`src/hw/rvIsaPkg.sv`:
```
//////////////////////////////////////////////////////////////////////
// RV64I field widths and major opcodes; no M, Zicsr or FENCE.I
//////////////////////////////////////////////////////////////////////

package rvIsaPkg;

    typedef logic [63:0] xlen_t;
    typedef logic [31:0] instr_t;
    typedef logic [4:0]  regIdx_t;
    typedef logic [6:0]  opcode_t;
    typedef logic [2:0]  funct3_t;
    typedef logic [6:0]  funct7_t;

    // Major opcodes, instr[6:0]
    localparam opcode_t OpLui    = 7'b0110111;
    localparam opcode_t OpAuipc  = 7'b0010111;
    localparam opcode_t OpJal    = 7'b1101111;
    localparam opcode_t OpJalr   = 7'b1100111;
    localparam opcode_t OpBranch = 7'b1100011;
    localparam opcode_t OpLoad   = 7'b0000011;
    localparam opcode_t OpStore  = 7'b0100011;
    localparam opcode_t OpImm    = 7'b0010011;
    localparam opcode_t OpReg    = 7'b0110011;
    localparam opcode_t OpImm32  = 7'b0011011;
    localparam opcode_t OpReg32  = 7'b0111011;
    localparam opcode_t OpSystem = 7'b1110011;

    // SYSTEM instr[31:20]
    localparam logic [11:0] Funct12Ecall  = 12'h000;
    localparam logic [11:0] Funct12Ebreak = 12'h001;
    localparam logic [11:0] Funct12Mret   = 12'h302;

endpackage

```
`src/hw/decodeCtrlPkg.sv`:
```
//////////////////////////////////////////////////////////////////////
// Control bundle and handshake payloads of the decode stage
//////////////////////////////////////////////////////////////////////

package decodeCtrlPkg;

    import rvIsaPkg::*;

    typedef logic [4:0] aluOp_t;
    typedef logic [2:0] immSel_t;
    typedef logic [3:0] brType_t;
    typedef logic [2:0] memOp_t;
    typedef logic [1:0] srcBSel_t;

    localparam aluOp_t AluAdd   = 5'd0;
    localparam aluOp_t AluSub   = 5'd1;
    localparam aluOp_t AluSll   = 5'd2;
    localparam aluOp_t AluSlt   = 5'd3;
    localparam aluOp_t AluSltu  = 5'd4;
    localparam aluOp_t AluXor   = 5'd5;
    localparam aluOp_t AluSrl   = 5'd6;
    localparam aluOp_t AluSra   = 5'd7;
    localparam aluOp_t AluOr    = 5'd8;
    localparam aluOp_t AluAnd   = 5'd9;
    localparam aluOp_t AluCopyB = 5'd10;
    localparam aluOp_t AluAddw  = 5'd11;
    localparam aluOp_t AluSubw  = 5'd12;
    localparam aluOp_t AluSllw  = 5'd13;
    localparam aluOp_t AluSrlw  = 5'd14;
    localparam aluOp_t AluSraw  = 5'd15;

    localparam immSel_t ImmI = 3'd0;
    localparam immSel_t ImmS = 3'd1;
    localparam immSel_t ImmB = 3'd2;
    localparam immSel_t ImmU = 3'd3;
    localparam immSel_t ImmJ = 3'd4;

    localparam brType_t BrNone = 4'd0;
    localparam brType_t BrJal  = 4'd1;
    localparam brType_t BrJalr = 4'd2;
    localparam brType_t BrEq   = 4'd3;
    localparam brType_t BrNe   = 4'd4;
    localparam brType_t BrLt   = 4'd5;
    localparam brType_t BrGe   = 4'd6;
    localparam brType_t BrLtu  = 4'd7;
    localparam brType_t BrGeu  = 4'd8;

    // Same encoding as load/store funct3
    localparam memOp_t MemB  = 3'd0;
    localparam memOp_t MemH  = 3'd1;
    localparam memOp_t MemW  = 3'd2;
    localparam memOp_t MemD  = 3'd3;
    localparam memOp_t MemBu = 3'd4;
    localparam memOp_t MemHu = 3'd5;
    localparam memOp_t MemWu = 3'd6;

    localparam logic SrcAPc  = 1'b0;
    localparam logic SrcAReg = 1'b1;

    localparam srcBSel_t SrcBReg  = 2'd0;
    localparam srcBSel_t SrcBImm  = 2'd1;
    localparam srcBSel_t SrcBFour = 2'd2;

    typedef struct packed {
        aluOp_t   aluOp;
        logic     srcASel;
        srcBSel_t srcBSel;
        memOp_t   memOp;
        logic     memWen;
        logic     memToReg;
        logic     regWen;
        brType_t  brType;
        logic     ecall;
        logic     mret;
        logic     ebreak;
        logic     illegal;
    } ctrl_t;

    typedef struct packed {
        instr_t instr;
        xlen_t  pc;
        xlen_t  busA;
        xlen_t  busB;
        xlen_t  mtvec;
        xlen_t  mepc;
    } decodeReq_t;

    typedef struct packed {
        xlen_t   dnpc;
        regIdx_t rd;
        regIdx_t rs1;
        regIdx_t rs2;
        xlen_t   imm;
        ctrl_t   ctrl;
    } decodeRsp_t;

endpackage

```
`src/hw/immGen.sv`:
```
//////////////////////////////////////////////////////////////////////
// Immediate is zero for an unknown format select
//////////////////////////////////////////////////////////////////////

module immGen
    import rvIsaPkg::*;
    import decodeCtrlPkg::*;
(
    input  instr_t  instr_i,
    input  immSel_t immSel_i,
    output xlen_t   imm_o
);

    logic sign;

    assign sign = instr_i[31];

    always_comb begin
        case (immSel_i)
            ImmI: imm_o = {{52{sign}}, instr_i[31:20]};
            ImmS: imm_o = {{52{sign}}, instr_i[31:25], instr_i[11:7]};
            ImmB: begin
                imm_o = {{52{sign}}, instr_i[7], instr_i[30:25], instr_i[11:8], 1'b0};
            end
            // Upper 20 bits, then sign-extended from bit 31
            ImmU: imm_o = {{32{sign}}, instr_i[31:12], 12'b0};
            ImmJ: begin
                imm_o = {{44{sign}}, instr_i[19:12], instr_i[20], instr_i[30:21], 1'b0};
            end
            default: imm_o = '0;
        endcase
    end

endmodule

```
`src/hw/ctrlDecoder.sv`:
```
//////////////////////////////////////////////////////////////////////
// RV64I plus ECALL, EBREAK, MRET; anything else decodes as illegal
//////////////////////////////////////////////////////////////////////

module ctrlDecoder
    import rvIsaPkg::*;
    import decodeCtrlPkg::*;
(
    input  instr_t  instr_i,
    output ctrl_t   ctrl_o,
    output immSel_t immSel_o
);

    opcode_t opcode;
    funct3_t funct3;
    funct7_t funct7;
    logic    isImm;
    logic    isWord;
    logic    alt;
    logic    legal;

    assign opcode = instr_i[6:0];
    assign funct3 = instr_i[14:12];
    assign funct7 = instr_i[31:25];
    assign isImm  = (opcode == OpImm) || (opcode == OpImm32);
    assign isWord = (opcode == OpImm32) || (opcode == OpReg32);
    // Bit 30 is an immediate bit for everything but the shifts
    assign alt    = instr_i[30] && (!isImm || funct3 == 3'b101);

    function automatic aluOp_t arithOp(input funct3_t f3, input logic sub, input logic word);
        case (f3)
            3'b000:  arithOp = word ? (sub ? AluSubw : AluAddw) : (sub ? AluSub : AluAdd);
            3'b001:  arithOp = word ? AluSllw : AluSll;
            3'b010:  arithOp = AluSlt;
            3'b011:  arithOp = AluSltu;
            3'b100:  arithOp = AluXor;
            3'b101:  arithOp = word ? (sub ? AluSraw : AluSrlw) : (sub ? AluSra : AluSrl);
            3'b110:  arithOp = AluOr;
            default: arithOp = AluAnd;
        endcase
    endfunction

    function automatic logic arithLegal(input funct3_t f3, input funct7_t f7,
                                        input logic imm, input logic word);
        logic    shift;
        funct7_t hi;
        shift = (f3 == 3'b001) || (f3 == 3'b101);
        // 64-bit immediate shifts carry shamt[5] in bit 25
        hi = (imm && !word) ? {f7[6:1], 1'b0} : f7;
        arithLegal = (hi == 7'b0000000) ||
                     (hi == 7'b0100000 && (f3 == 3'b101 || (!imm && f3 == 3'b000)));
        if (imm && !shift) arithLegal = 1'b1;
        if (word && !(shift || f3 == 3'b000)) arithLegal = 1'b0;
    endfunction

    always_comb begin
        ctrl_o         = '0;
        ctrl_o.aluOp   = AluAdd;
        ctrl_o.srcASel = SrcAReg;
        ctrl_o.srcBSel = SrcBReg;
        ctrl_o.brType  = BrNone;
        immSel_o       = ImmI;
        legal          = 1'b1;
        case (opcode)
            OpLui, OpAuipc: begin
                ctrl_o.aluOp   = (opcode == OpLui) ? AluCopyB : AluAdd;
                ctrl_o.srcASel = (opcode == OpLui) ? SrcAReg : SrcAPc;
                ctrl_o.srcBSel = SrcBImm;
                ctrl_o.regWen  = 1'b1;
                immSel_o       = ImmU;
            end
            OpJal, OpJalr: begin
                // Link value pc + 4 goes to rd
                ctrl_o.srcASel = SrcAPc;
                ctrl_o.srcBSel = SrcBFour;
                ctrl_o.regWen  = 1'b1;
                ctrl_o.brType  = (opcode == OpJal) ? BrJal : BrJalr;
                immSel_o       = (opcode == OpJal) ? ImmJ : ImmI;
                legal          = (opcode == OpJal) || (funct3 == 3'b000);
            end
            OpBranch: begin
                immSel_o = ImmB;
                case (funct3[2:1])
                    2'b00:   ctrl_o.aluOp = AluSub;
                    2'b10:   ctrl_o.aluOp = AluSlt;
                    2'b11:   ctrl_o.aluOp = AluSltu;
                    default: legal = 1'b0;
                endcase
                case (funct3)
                    3'b000:  ctrl_o.brType = BrEq;
                    3'b001:  ctrl_o.brType = BrNe;
                    3'b100:  ctrl_o.brType = BrLt;
                    3'b101:  ctrl_o.brType = BrGe;
                    3'b110:  ctrl_o.brType = BrLtu;
                    default: ctrl_o.brType = BrGeu;
                endcase
            end
            OpLoad: begin
                ctrl_o.srcBSel  = SrcBImm;
                ctrl_o.memOp    = funct3;
                ctrl_o.memToReg = 1'b1;
                ctrl_o.regWen   = 1'b1;
                legal = funct3 inside {MemB, MemH, MemW, MemD, MemBu, MemHu, MemWu};
            end
            OpStore: begin
                ctrl_o.srcBSel = SrcBImm;
                ctrl_o.memOp   = funct3;
                ctrl_o.memWen  = 1'b1;
                immSel_o       = ImmS;
                legal          = funct3 inside {MemB, MemH, MemW, MemD};
            end
            OpImm, OpImm32, OpReg, OpReg32: begin
                ctrl_o.aluOp   = arithOp(funct3, alt, isWord);
                ctrl_o.srcBSel = isImm ? SrcBImm : SrcBReg;
                ctrl_o.regWen  = 1'b1;
                legal          = arithLegal(funct3, funct7, isImm, isWord);
            end
            OpSystem: begin
                legal = (instr_i[19:7] == '0);
                case (instr_i[31:20])
                    Funct12Ecall:  ctrl_o.ecall  = 1'b1;
                    Funct12Ebreak: ctrl_o.ebreak = 1'b1;
                    Funct12Mret:   ctrl_o.mret   = 1'b1;
                    default:       legal = 1'b0;
                endcase
            end
            default: legal = 1'b0;
        endcase
        if (!legal) begin
            ctrl_o         = '0;
            ctrl_o.illegal = 1'b1;
        end
    end

endmodule

```
`src/hw/branchAlu.sv`:
```
//////////////////////////////////////////////////////////////////////
// Compare select uses AluSlt/AluSltu; every other op compares equal
//////////////////////////////////////////////////////////////////////

module branchAlu
    import rvIsaPkg::*;
    import decodeCtrlPkg::*;
(
    input  xlen_t  srcA_i,
    input  xlen_t  srcB_i,
    input  aluOp_t aluOp_i,
    output xlen_t  sum_o,
    output logic   cond_o
);

    logic [64:0] diff;
    logic        lessU;
    logic        lessS;

    assign sum_o = srcA_i + srcB_i;

    // One subtractor serves all three compares
    assign diff  = {1'b0, srcA_i} - {1'b0, srcB_i};
    assign lessU = diff[64];
    assign lessS = (srcA_i[63] != srcB_i[63]) ? srcA_i[63] : diff[63];

    always_comb begin
        case (aluOp_i)
            AluSlt:  cond_o = lessS;
            AluSltu: cond_o = lessU;
            default: cond_o = (diff[63:0] == '0);
        endcase
    end

endmodule

```
`src/hw/nextPc.sv`:
```
//////////////////////////////////////////////////////////////////////
// cond_i means equal / less; NE, GE and GEU take its inverse
//////////////////////////////////////////////////////////////////////

module nextPc
    import rvIsaPkg::*;
    import decodeCtrlPkg::*;
(
    input  brType_t brType_i,
    input  logic    cond_i,
    input  logic    ecall_i,
    input  logic    mret_i,
    input  xlen_t   pc_i,
    input  xlen_t   imm_i,
    input  xlen_t   sum_i,
    input  xlen_t   mtvec_i,
    input  xlen_t   mepc_i,
    output xlen_t   dnpc_o
);

    xlen_t pcPlus4;
    xlen_t pcPlusImm;
    logic  taken;

    assign pcPlus4   = pc_i + 64'd4;
    assign pcPlusImm = pc_i + imm_i;

    always_comb begin
        case (brType_i)
            BrEq, BrLt, BrLtu: taken = cond_i;
            BrNe, BrGe, BrGeu: taken = !cond_i;
            default:           taken = 1'b0;
        endcase
    end

    // Traps first, then returns, then jumps and branches
    always_comb begin
        if (ecall_i) begin
            dnpc_o = mtvec_i;
        end else if (mret_i) begin
            dnpc_o = mepc_i;
        end else if (brType_i == BrJal || taken) begin
            dnpc_o = pcPlusImm;
        end else if (brType_i == BrJalr) begin
            dnpc_o = sum_i;
        end else begin
            dnpc_o = pcPlus4;
        end
    end

    trapExclusive: assert final (!(ecall_i && mret_i))
        else $error("ecall and mret decoded together");

endmodule

```
`src/hw/instrDecode.sv`:
```
//////////////////////////////////////////////////////////////////////
// Purely combinational; dnpc always has bit 0 cleared
//////////////////////////////////////////////////////////////////////

module instrDecode
    import rvIsaPkg::*;
    import decodeCtrlPkg::*;
(
    input  decodeReq_t req_i,
    output decodeRsp_t rsp_o
);

    ctrl_t   ctrl;
    immSel_t immSel;
    xlen_t   imm;
    xlen_t   srcA;
    xlen_t   srcB;
    xlen_t   sum;
    xlen_t   dnpc;
    logic    cond;
    logic    isJalr;

    ctrlDecoder uCtrlDecoder (
        .instr_i  (req_i.instr),
        .ctrl_o   (ctrl),
        .immSel_o (immSel)
    );

    immGen uImmGen (
        .instr_i  (req_i.instr),
        .immSel_i (immSel),
        .imm_o    (imm)
    );

    // JALR target is rs1 + imm rather than the link value
    assign isJalr = (ctrl.brType == BrJalr);
    assign srcA   = (isJalr || ctrl.srcASel == SrcAReg) ? req_i.busA : req_i.pc;

    always_comb begin
        if (isJalr) begin
            srcB = imm;
        end else begin
            case (ctrl.srcBSel)
                SrcBReg:  srcB = req_i.busB;
                SrcBImm:  srcB = imm;
                SrcBFour: srcB = 64'd4;
                default:  srcB = '0;
            endcase
        end
    end

    branchAlu uBranchAlu (
        .srcA_i  (srcA),
        .srcB_i  (srcB),
        .aluOp_i (ctrl.aluOp),
        .sum_o   (sum),
        .cond_o  (cond)
    );

    nextPc uNextPc (
        .brType_i (ctrl.brType),
        .cond_i   (cond),
        .ecall_i  (ctrl.ecall),
        .mret_i   (ctrl.mret),
        .pc_i     (req_i.pc),
        .imm_i    (imm),
        .sum_i    (sum),
        .mtvec_i  (req_i.mtvec),
        .mepc_i   (req_i.mepc),
        .dnpc_o   (dnpc)
    );

    always_comb begin
        rsp_o.dnpc = {dnpc[63:1], 1'b0};
        rsp_o.rd   = req_i.instr[11:7];
        rsp_o.rs1  = req_i.instr[19:15];
        rsp_o.rs2  = req_i.instr[24:20];
        rsp_o.imm  = imm;
        rsp_o.ctrl = ctrl;
    end

endmodule

```
`src/hw/decodeStage.sv`:
```
//////////////////////////////////////////////////////////////////////
// Four-phase req/ack, one request in flight; ack two edges after req
// reqData_i must stay stable while req_i is high
//////////////////////////////////////////////////////////////////////

module decodeStage
    import decodeCtrlPkg::*;
(
    input  logic       clk_i,
    input  logic       arstN_i,
    input  logic       req_i,
    input  decodeReq_t reqData_i,
    output logic       ack_o,
    output decodeRsp_t rsp_o
);

    typedef enum logic [1:0] {
        Idle,
        Eval,
        Ack
    } state_e;

    state_e     stateQ;
    state_e     stateD;
    logic       ackQ;
    decodeReq_t reqQ;
    decodeRsp_t rspD;
    decodeRsp_t rspQ;

    instrDecode uInstrDecode (
        .req_i (reqQ),
        .rsp_o (rspD)
    );

    always_comb begin
        stateD = stateQ;
        case (stateQ)
            Idle:    if (req_i) stateD = Eval;
            Eval:    stateD = Ack;
            // Hold ack until the requester lets go
            Ack:     if (!req_i) stateD = Idle;
            default: stateD = Idle;
        endcase
    end

    always_ff @(posedge clk_i or negedge arstN_i) begin
        if (!arstN_i) begin
            stateQ <= Idle;
            ackQ   <= 1'b0;
        end else begin
            stateQ <= stateD;
            if (stateQ == Eval) begin
                ackQ <= 1'b1;
            end else if (stateQ == Ack && !req_i) begin
                ackQ <= 1'b0;
            end
        end
    end

    always_ff @(posedge clk_i) begin
        if (stateQ == Idle && req_i) begin
            reqQ <= reqData_i;
        end
        if (stateQ == Eval) begin
            rspQ <= rspD;
        end
    end

    assign ack_o = ackQ;
    assign rsp_o = rspQ;

    reqDataStable: assert property (@(posedge clk_i) disable iff (!arstN_i)
        req_i && $past(req_i) |-> $stable(reqData_i))
        else $error("reqData_i changed while req_i was held high");

    reqHeldUntilAck: assert property (@(posedge clk_i) disable iff (!arstN_i)
        req_i && !ack_o |=> req_i)
        else $error("req_i dropped before ack_o was raised");

endmodule

```
`config.mk`:
```
export PLATFORM = sky130hd
export DESIGN_NAME = decodeStage
export DESIGN_NICKNAME = d
export VERILOG_FILES = /design/src/hw/rvIsaPkg.sv /design/src/hw/decodeCtrlPkg.sv /design/src/hw/immGen.sv /design/src/hw/ctrlDecoder.sv /design/src/hw/branchAlu.sv /design/src/hw/nextPc.sv /design/src/hw/instrDecode.sv /design/src/hw/decodeStage.sv
export SDC_FILE = /design/constraint.sdc
export NUM_CORES = 1
export LEC_CHECK = 0
export BUFFER_PORTS_ARGS = -buffer_cell sky130_fd_sc_hd__buf_2
export CAP_MARGIN = 20
export CORE_MARGIN = 2
export CORE_UTILIZATION = 53
export CTS_CLUSTER_DIAMETER = 30
export DETAILED_ROUTE_END_ITERATION = 8
export PLACE_DENSITY = 0.77
export SYNTH_ARGS = -nofsm -noshare
export SYNTH_HDL_FRONTEND = slang
export SYNTH_SLANG_ARGS = --single-unit
```
`constraint.sdc`:
```
create_clock -name clk_i -period 26 [get_ports clk_i]
set_clock_uncertainty 0.15 [all_clocks]
set_input_delay 1.3 -clock clk_i [delete_from_list [all_inputs] [get_ports clk_i]]
set_output_delay 1.3 -clock clk_i [all_outputs]
set_load 0.02 [all_outputs]
```
# [Word level (Yosys, flattened, before mapping)]
# Index checks and enable logic that the tools add are counted.
[classes] reduce_logical=49 mux=51 eq_ne=44 addsub=4
[op_table] operator="64-bit 2-to-1 mux" n=6
[op_table] operator="64-bit one-hot mux with 5 select lines" n=1
[op_table] operator="64-bit one-hot mux with 3 select lines" n=1
[op_table] operator="64-bit adder" n=2
[op_table] operator="64-bit by 64-bit subtractor with 65-bit output" n=1
[op_table] operator="64-bit by 3-bit adder with 64-bit output (second input constant)" n=1
[op_table] operator="64-bit logical NOT" n=1
[op_table] operator="7-bit by 6-bit equality test with 1-bit output (second input constant)" n=5
[op_table] operator="7-bit equality test (second input constant)" n=4
[op_table] operator="4-bit one-hot mux with 7 select lines" n=1
[op_table] operator="22-bit 2-to-1 mux" n=1
[op_table] operator="7-bit by 5-bit equality test with 1-bit output (second input constant)" n=3
[op_table] operator="4-bit one-hot mux with 5 select lines" n=1
[op_table] operator="1-bit 2-to-1 mux" n=19
[op_table] operator="4-bit by 3-bit equality test with 1-bit output (second input constant)" n=4
[op_table] operator="4-bit 2-to-1 mux" n=4
[op_table] operator="13-bit logical NOT" n=1
[op_table] operator="12-bit by 1-bit equality test with 1-bit output (second input constant)" n=1
[op_table] operator="12-bit by 10-bit equality test with 1-bit output (second input constant)" n=1
[op_table] operator="3-bit by 2-bit equality test with 1-bit output (second input constant)" n=4
[op_table] operator="3-bit equality test (second input constant)" n=4
[op_table] operator="12-bit logical NOT" n=1
[op_table] operator="3-bit 2-to-1 mux" n=4
[op_table] operator="2-bit one-hot mux with 3 select lines" n=2
[op_table] operator="32 further kinds" n=75
[totals] reg_bits=519 output_inout_bits=166 wordCells=173

# [Longest topological paths before layout]
[depth] ltp_word=24 depth_mapped=43 ltp_nobuf=36

# [Cells and area by module]
# From an unflattened synthesis, not the netlist that was laid out.
[unflattened] hier_cells=3512 area_unflattened_um2=34802.1
[by_module_without_submodules] module="decodeStage" n_inst=1 cells_per_inst=529 area_per_inst_um2=15658.8
[by_module_without_submodules] module="branchAlu" n_inst=1 cells_per_inst=1379 area_per_inst_um2=8697.1
[by_module_without_submodules] module="nextPc" n_inst=1 cells_per_inst=1180 area_per_inst_um2=7234.4
[by_module_without_submodules] module="instrDecode" n_inst=1 cells_per_inst=172 area_per_inst_um2=1656.6
[by_module_without_submodules] module="immGen" n_inst=1 cells_per_inst=126 area_per_inst_um2=780.7
[by_module_without_submodules] module="ctrlDecoder" n_inst=1 cells_per_inst=126 area_per_inst_um2=774.5

# [Worst setup path before layout]
# No wires, ideal clock.
[synth_path] path_type="input to register" startpoint="in req_i" endpoint="reg reqQ[100] in the netlist's numbering, enable pin" setup_ns=1.560 t_arrival_ns=26.141 required_time_ns=24.290 path_stages=1 path_slack_ns=-1.851 n_path_buf=0 path_cell_list="nor3b_1"
[synth_between] elab_chain_cells=1
[synth_lines] element="start, declared" line="decodeStage.sv:11" source="input logic req_i,"
[synth_lines] element="1-bit logical AND" line="decodeStage.sv:61" source="if (stateQ == Idle && req_i) begin"
[synth_lines] element="end signal, assigned" line="decodeStage.sv:62" source="reqQ <= reqData_i;"
[synth_lines] element="end, declared" line="decodeStage.sv:26" source="decodeReq_t reqQ;"
# Every way passes these cells.
# A chain may end at the register's enable or synchronous reset.

==> results.ini <==
[sta]
slew_violations=0
finalHoldViolations=0
setup_tns_ps=0
setup_violations=0
slew_headroom_pct=26.5
max_freq_ghz=0.0733
rsz0062_at_grt=no
min_period_ps=13640
finalCritPeriodShare_pct=52.5
tightest_slew_ps=1090

[worst_setup_path]
critical-path-max-stage-delay_ps=830
crit_path_start_kind=flop
r2r_start=reqQ[333]$_DFFE_PP_
reg2reg_to=rsp_o[149]$_DFFE_PP_
critPathRequiredTime_ps=26370
worstPathArrival_ps=14010
reg2reg_depth=37
critPathMaxFanout=64
critPathSlowestCell=buf_4
worst_setup_path_end_kind=flop
r2r_slack_ps=12360
worst-setup-path-type=reg2reg

[yosys]
yosysMostFrequentCell=edfxtp_1
synth_cell_types=102
ys_dominant_reg_cell=edfxtp_1
netlist_area_sq_mm=0.0332
synth_edf_count=481
synth_common_cells=edfxtp_1, nand2_1, a21oi_1, nor2_1, ha_1
synth_top_area_cell=edfxtp_1
synth_compound_area_share_pct=18.9
synth_adder_area_share_pct=7.45
synthXorXnorAreaFrac_pct=4.69
ys_seq_elements=484
synth_top_family_by_area=compound AO/OA/AOI/OAI gates
syn_avg_cell_area_sq_um=9.70
synthTopCellsByArea=edfxtp_1, ha_1, a21oi_1
yosys_warnings=0
seq_area_frac_synth_pct=43.7
synthMuxAreaShare_pct=4.39
syn_inst=3424
async_flop_share_pct=0.620
synth-simple-area-share_pct=16.1
synth_top_area_share_pct=43.5

[clocking]
cts_hold_buf=0
post_cts_buffers=0
cts_tree=built
worstSkewPairLatency_ps=650
h-tree-depth=3
cts_resized=0
cts_buffer_depth=3
clock_sinks=484
cts_made_buffers=88
root_buffer=clkbuf_16
clk_pin_slew_ps=50

[drt]
detail-route-antenna-nets=0
wirelength_um=127000
wl_per_cell_um=26.4
dr.pass1.iters=7
via_count=30900
drt_first_iter_violations=4185
drc=0
vias_per_cell=6.42

[grt]
grt.overflow.total=0
grt_usage_pct=37.9
antenna_found_initial=12
grt_pass1_wl_um=180000
grt_pass1_vias=28100
grt_max_degree=165

[power]
clockPowerShare_pct=26.9
p_total_mw=4.33
seqPwrFrac_pct=27.9
leakagePower_nw=16.2
combPwrFrac_pct=45.2
intPower_mw=2.46
powerDensity_mw_per_mm2=110
p_switching_mw=1.88
ir_drop_mv=0.0602
switching_share_pct=43.3

[floorplan]
dieHeight_um=254
ios=521
start_util_pct=53.7
core_area_sq_mm=0.0618
dieArea_sq_mm=0.0647
rows=91
dieWidth_um=254

[finish]
drive_gt1_share_pct=21.0
fin_area_sq_mm=0.0393
final_nets=4433
area_growth_pct=18.4
multiInputGateArea_sq_mm=0.0172
final.fill_count=5127
regArea_sq_mm=0.0145

[hold_path]
min_path_type=in2async

[placed_design]
io_buffers=516
gp_congestion=1.05
place_hpwl_um=99400
post_dp_cell_area_sq_mm=0.0362

[job]
maxCapViolCount=0

[run_status]
status=finished, final reports clean

==> cells by family (layout without fill, tap and decap cells) <==
family / count (synthesis) / count (layout)
simple gates: 1107 / 1107
compound gates: 955 / 955
flops: 484 / 484
buf+inv: 366 / 898
fa+ha+maj: 196 / 196
xor+xnor: 178 / 178
mux: 137 / 137
other cells: 1 / 13
==> layout by cell type (no fill, tap or decap), drive strengths merged, types with 16 or more instances in the layout <==
master and count:
clkinv 38, and3 42, nand3 93, nand2b 24, xor2 47, a2111oi 16
edfxtp 481, o31ai 46, o211ai 49, buf 546, mux2i 66, o22ai 52
o21ai 164, nor2b 53, nor4 60, or3 22, clkbuf 97, mux2 71
a21o 60, a21oi 291, a211oi 40, o21a 16, ha 193, xnor2 131
nand2 339, o21bai 35, inv 197, a31oi 36, nor2 276, nor3 74
nand4 41, and2 26
==> layout make-up <==
type | count | area share (%)
Sequential cell | 484 | 36.9
Timing Repair Buffer | 546 | 7.17
Clock buffer | 97 | 5.74
Multi-Input combinational cell | 2575 | 43.6
Antenna cell | 11 | 0.0700
Tap cell | 837 | 2.66
Inverter | 187 | 1.78
Clock inverter | 68 | 2.07
==> metrics by stage <==
stage | utilization, % | worst slack, ps | hold WS, ps | std cells
after floorplan | - | 10550 | 325 | 3425
after detailed placement | 58.6 | 13050 | 361 | 4629
final | 63.6 | 12360 | 318 | 4805
after global routing | 63.6 | 11970 | 301 | 4802
after global placement | 58.6 | 13200 | 363 | 4629
after CTS | 63.6 | 13010 | 295 | 4794
==> power by group through the flow <==
stage                     clock network, mW  logic (mW)  registers (mW)
after CTS                              1.18        1.89            1.20
after global routing                   1.21        2.08            1.22
after floorplan                           0        1.24            1.29
after global placement                    0        1.87            1.21
after detailed placement                  0        1.88            1.21
final                                  1.17        1.96            1.21
==> worst max path at each step <==
| stage | from | to | slack [ps] | cells after the start |
|---|---|---|---|---|
| floorplan | req_i | reqQ[100]$_DFFE_PP_ | 10550 | 1 |
| finish | reqQ[333]$_DFFE_PP_ | rsp_o[149]$_DFFE_PP_ | 12360 | 37 |
| detailed placement | reqQ[333]$_DFFE_PP_ | rsp_o[153]$_DFFE_PP_ | 13050 | 37 |
| global placement | reqQ[333]$_DFFE_PP_ | rsp_o[134]$_DFFE_PP_ | 13200 | 37 |
| CTS | reqQ[333]$_DFFE_PP_ | rsp_o[153]$_DFFE_PP_ | 13010 | 37 |
| global route | reqQ[333]$_DFFE_PP_ | rsp_o[134]$_DFFE_PP_ | 11970 | 37 |
==> worst max-delay path, delay by kind of cell (launching register included) <==
kind	cells	cell delay [ps]
buffers and inverters	4	1730
adders and majority gates	2	1270
and+or+nand+nor	16	5170
AOI/OAI and AO/OA	14	3840
DFF	1	670
muxes	1	530
==> state kept, by name (all words and copies together) (netlist names) <==
name and count:
stateQ 2, ack_o 1, reqQ 350, rsp_o 131
==> metal layers <==
| layer | track usage, % | up-vias | wire length (um) |
|---|---|---|---|
| li1 | - | 13800 | - |
| met1 | 52.5 | 14700 | 49800 |
| met2 | 55.3 | 2100 | 53900 |
| met3 | 9.75 | 303 | 16900 |
| met4 | 17.9 | 4 | 6230 |
| met5 | 0 | - | 24 |
Power figures use the tool's default switching activity.
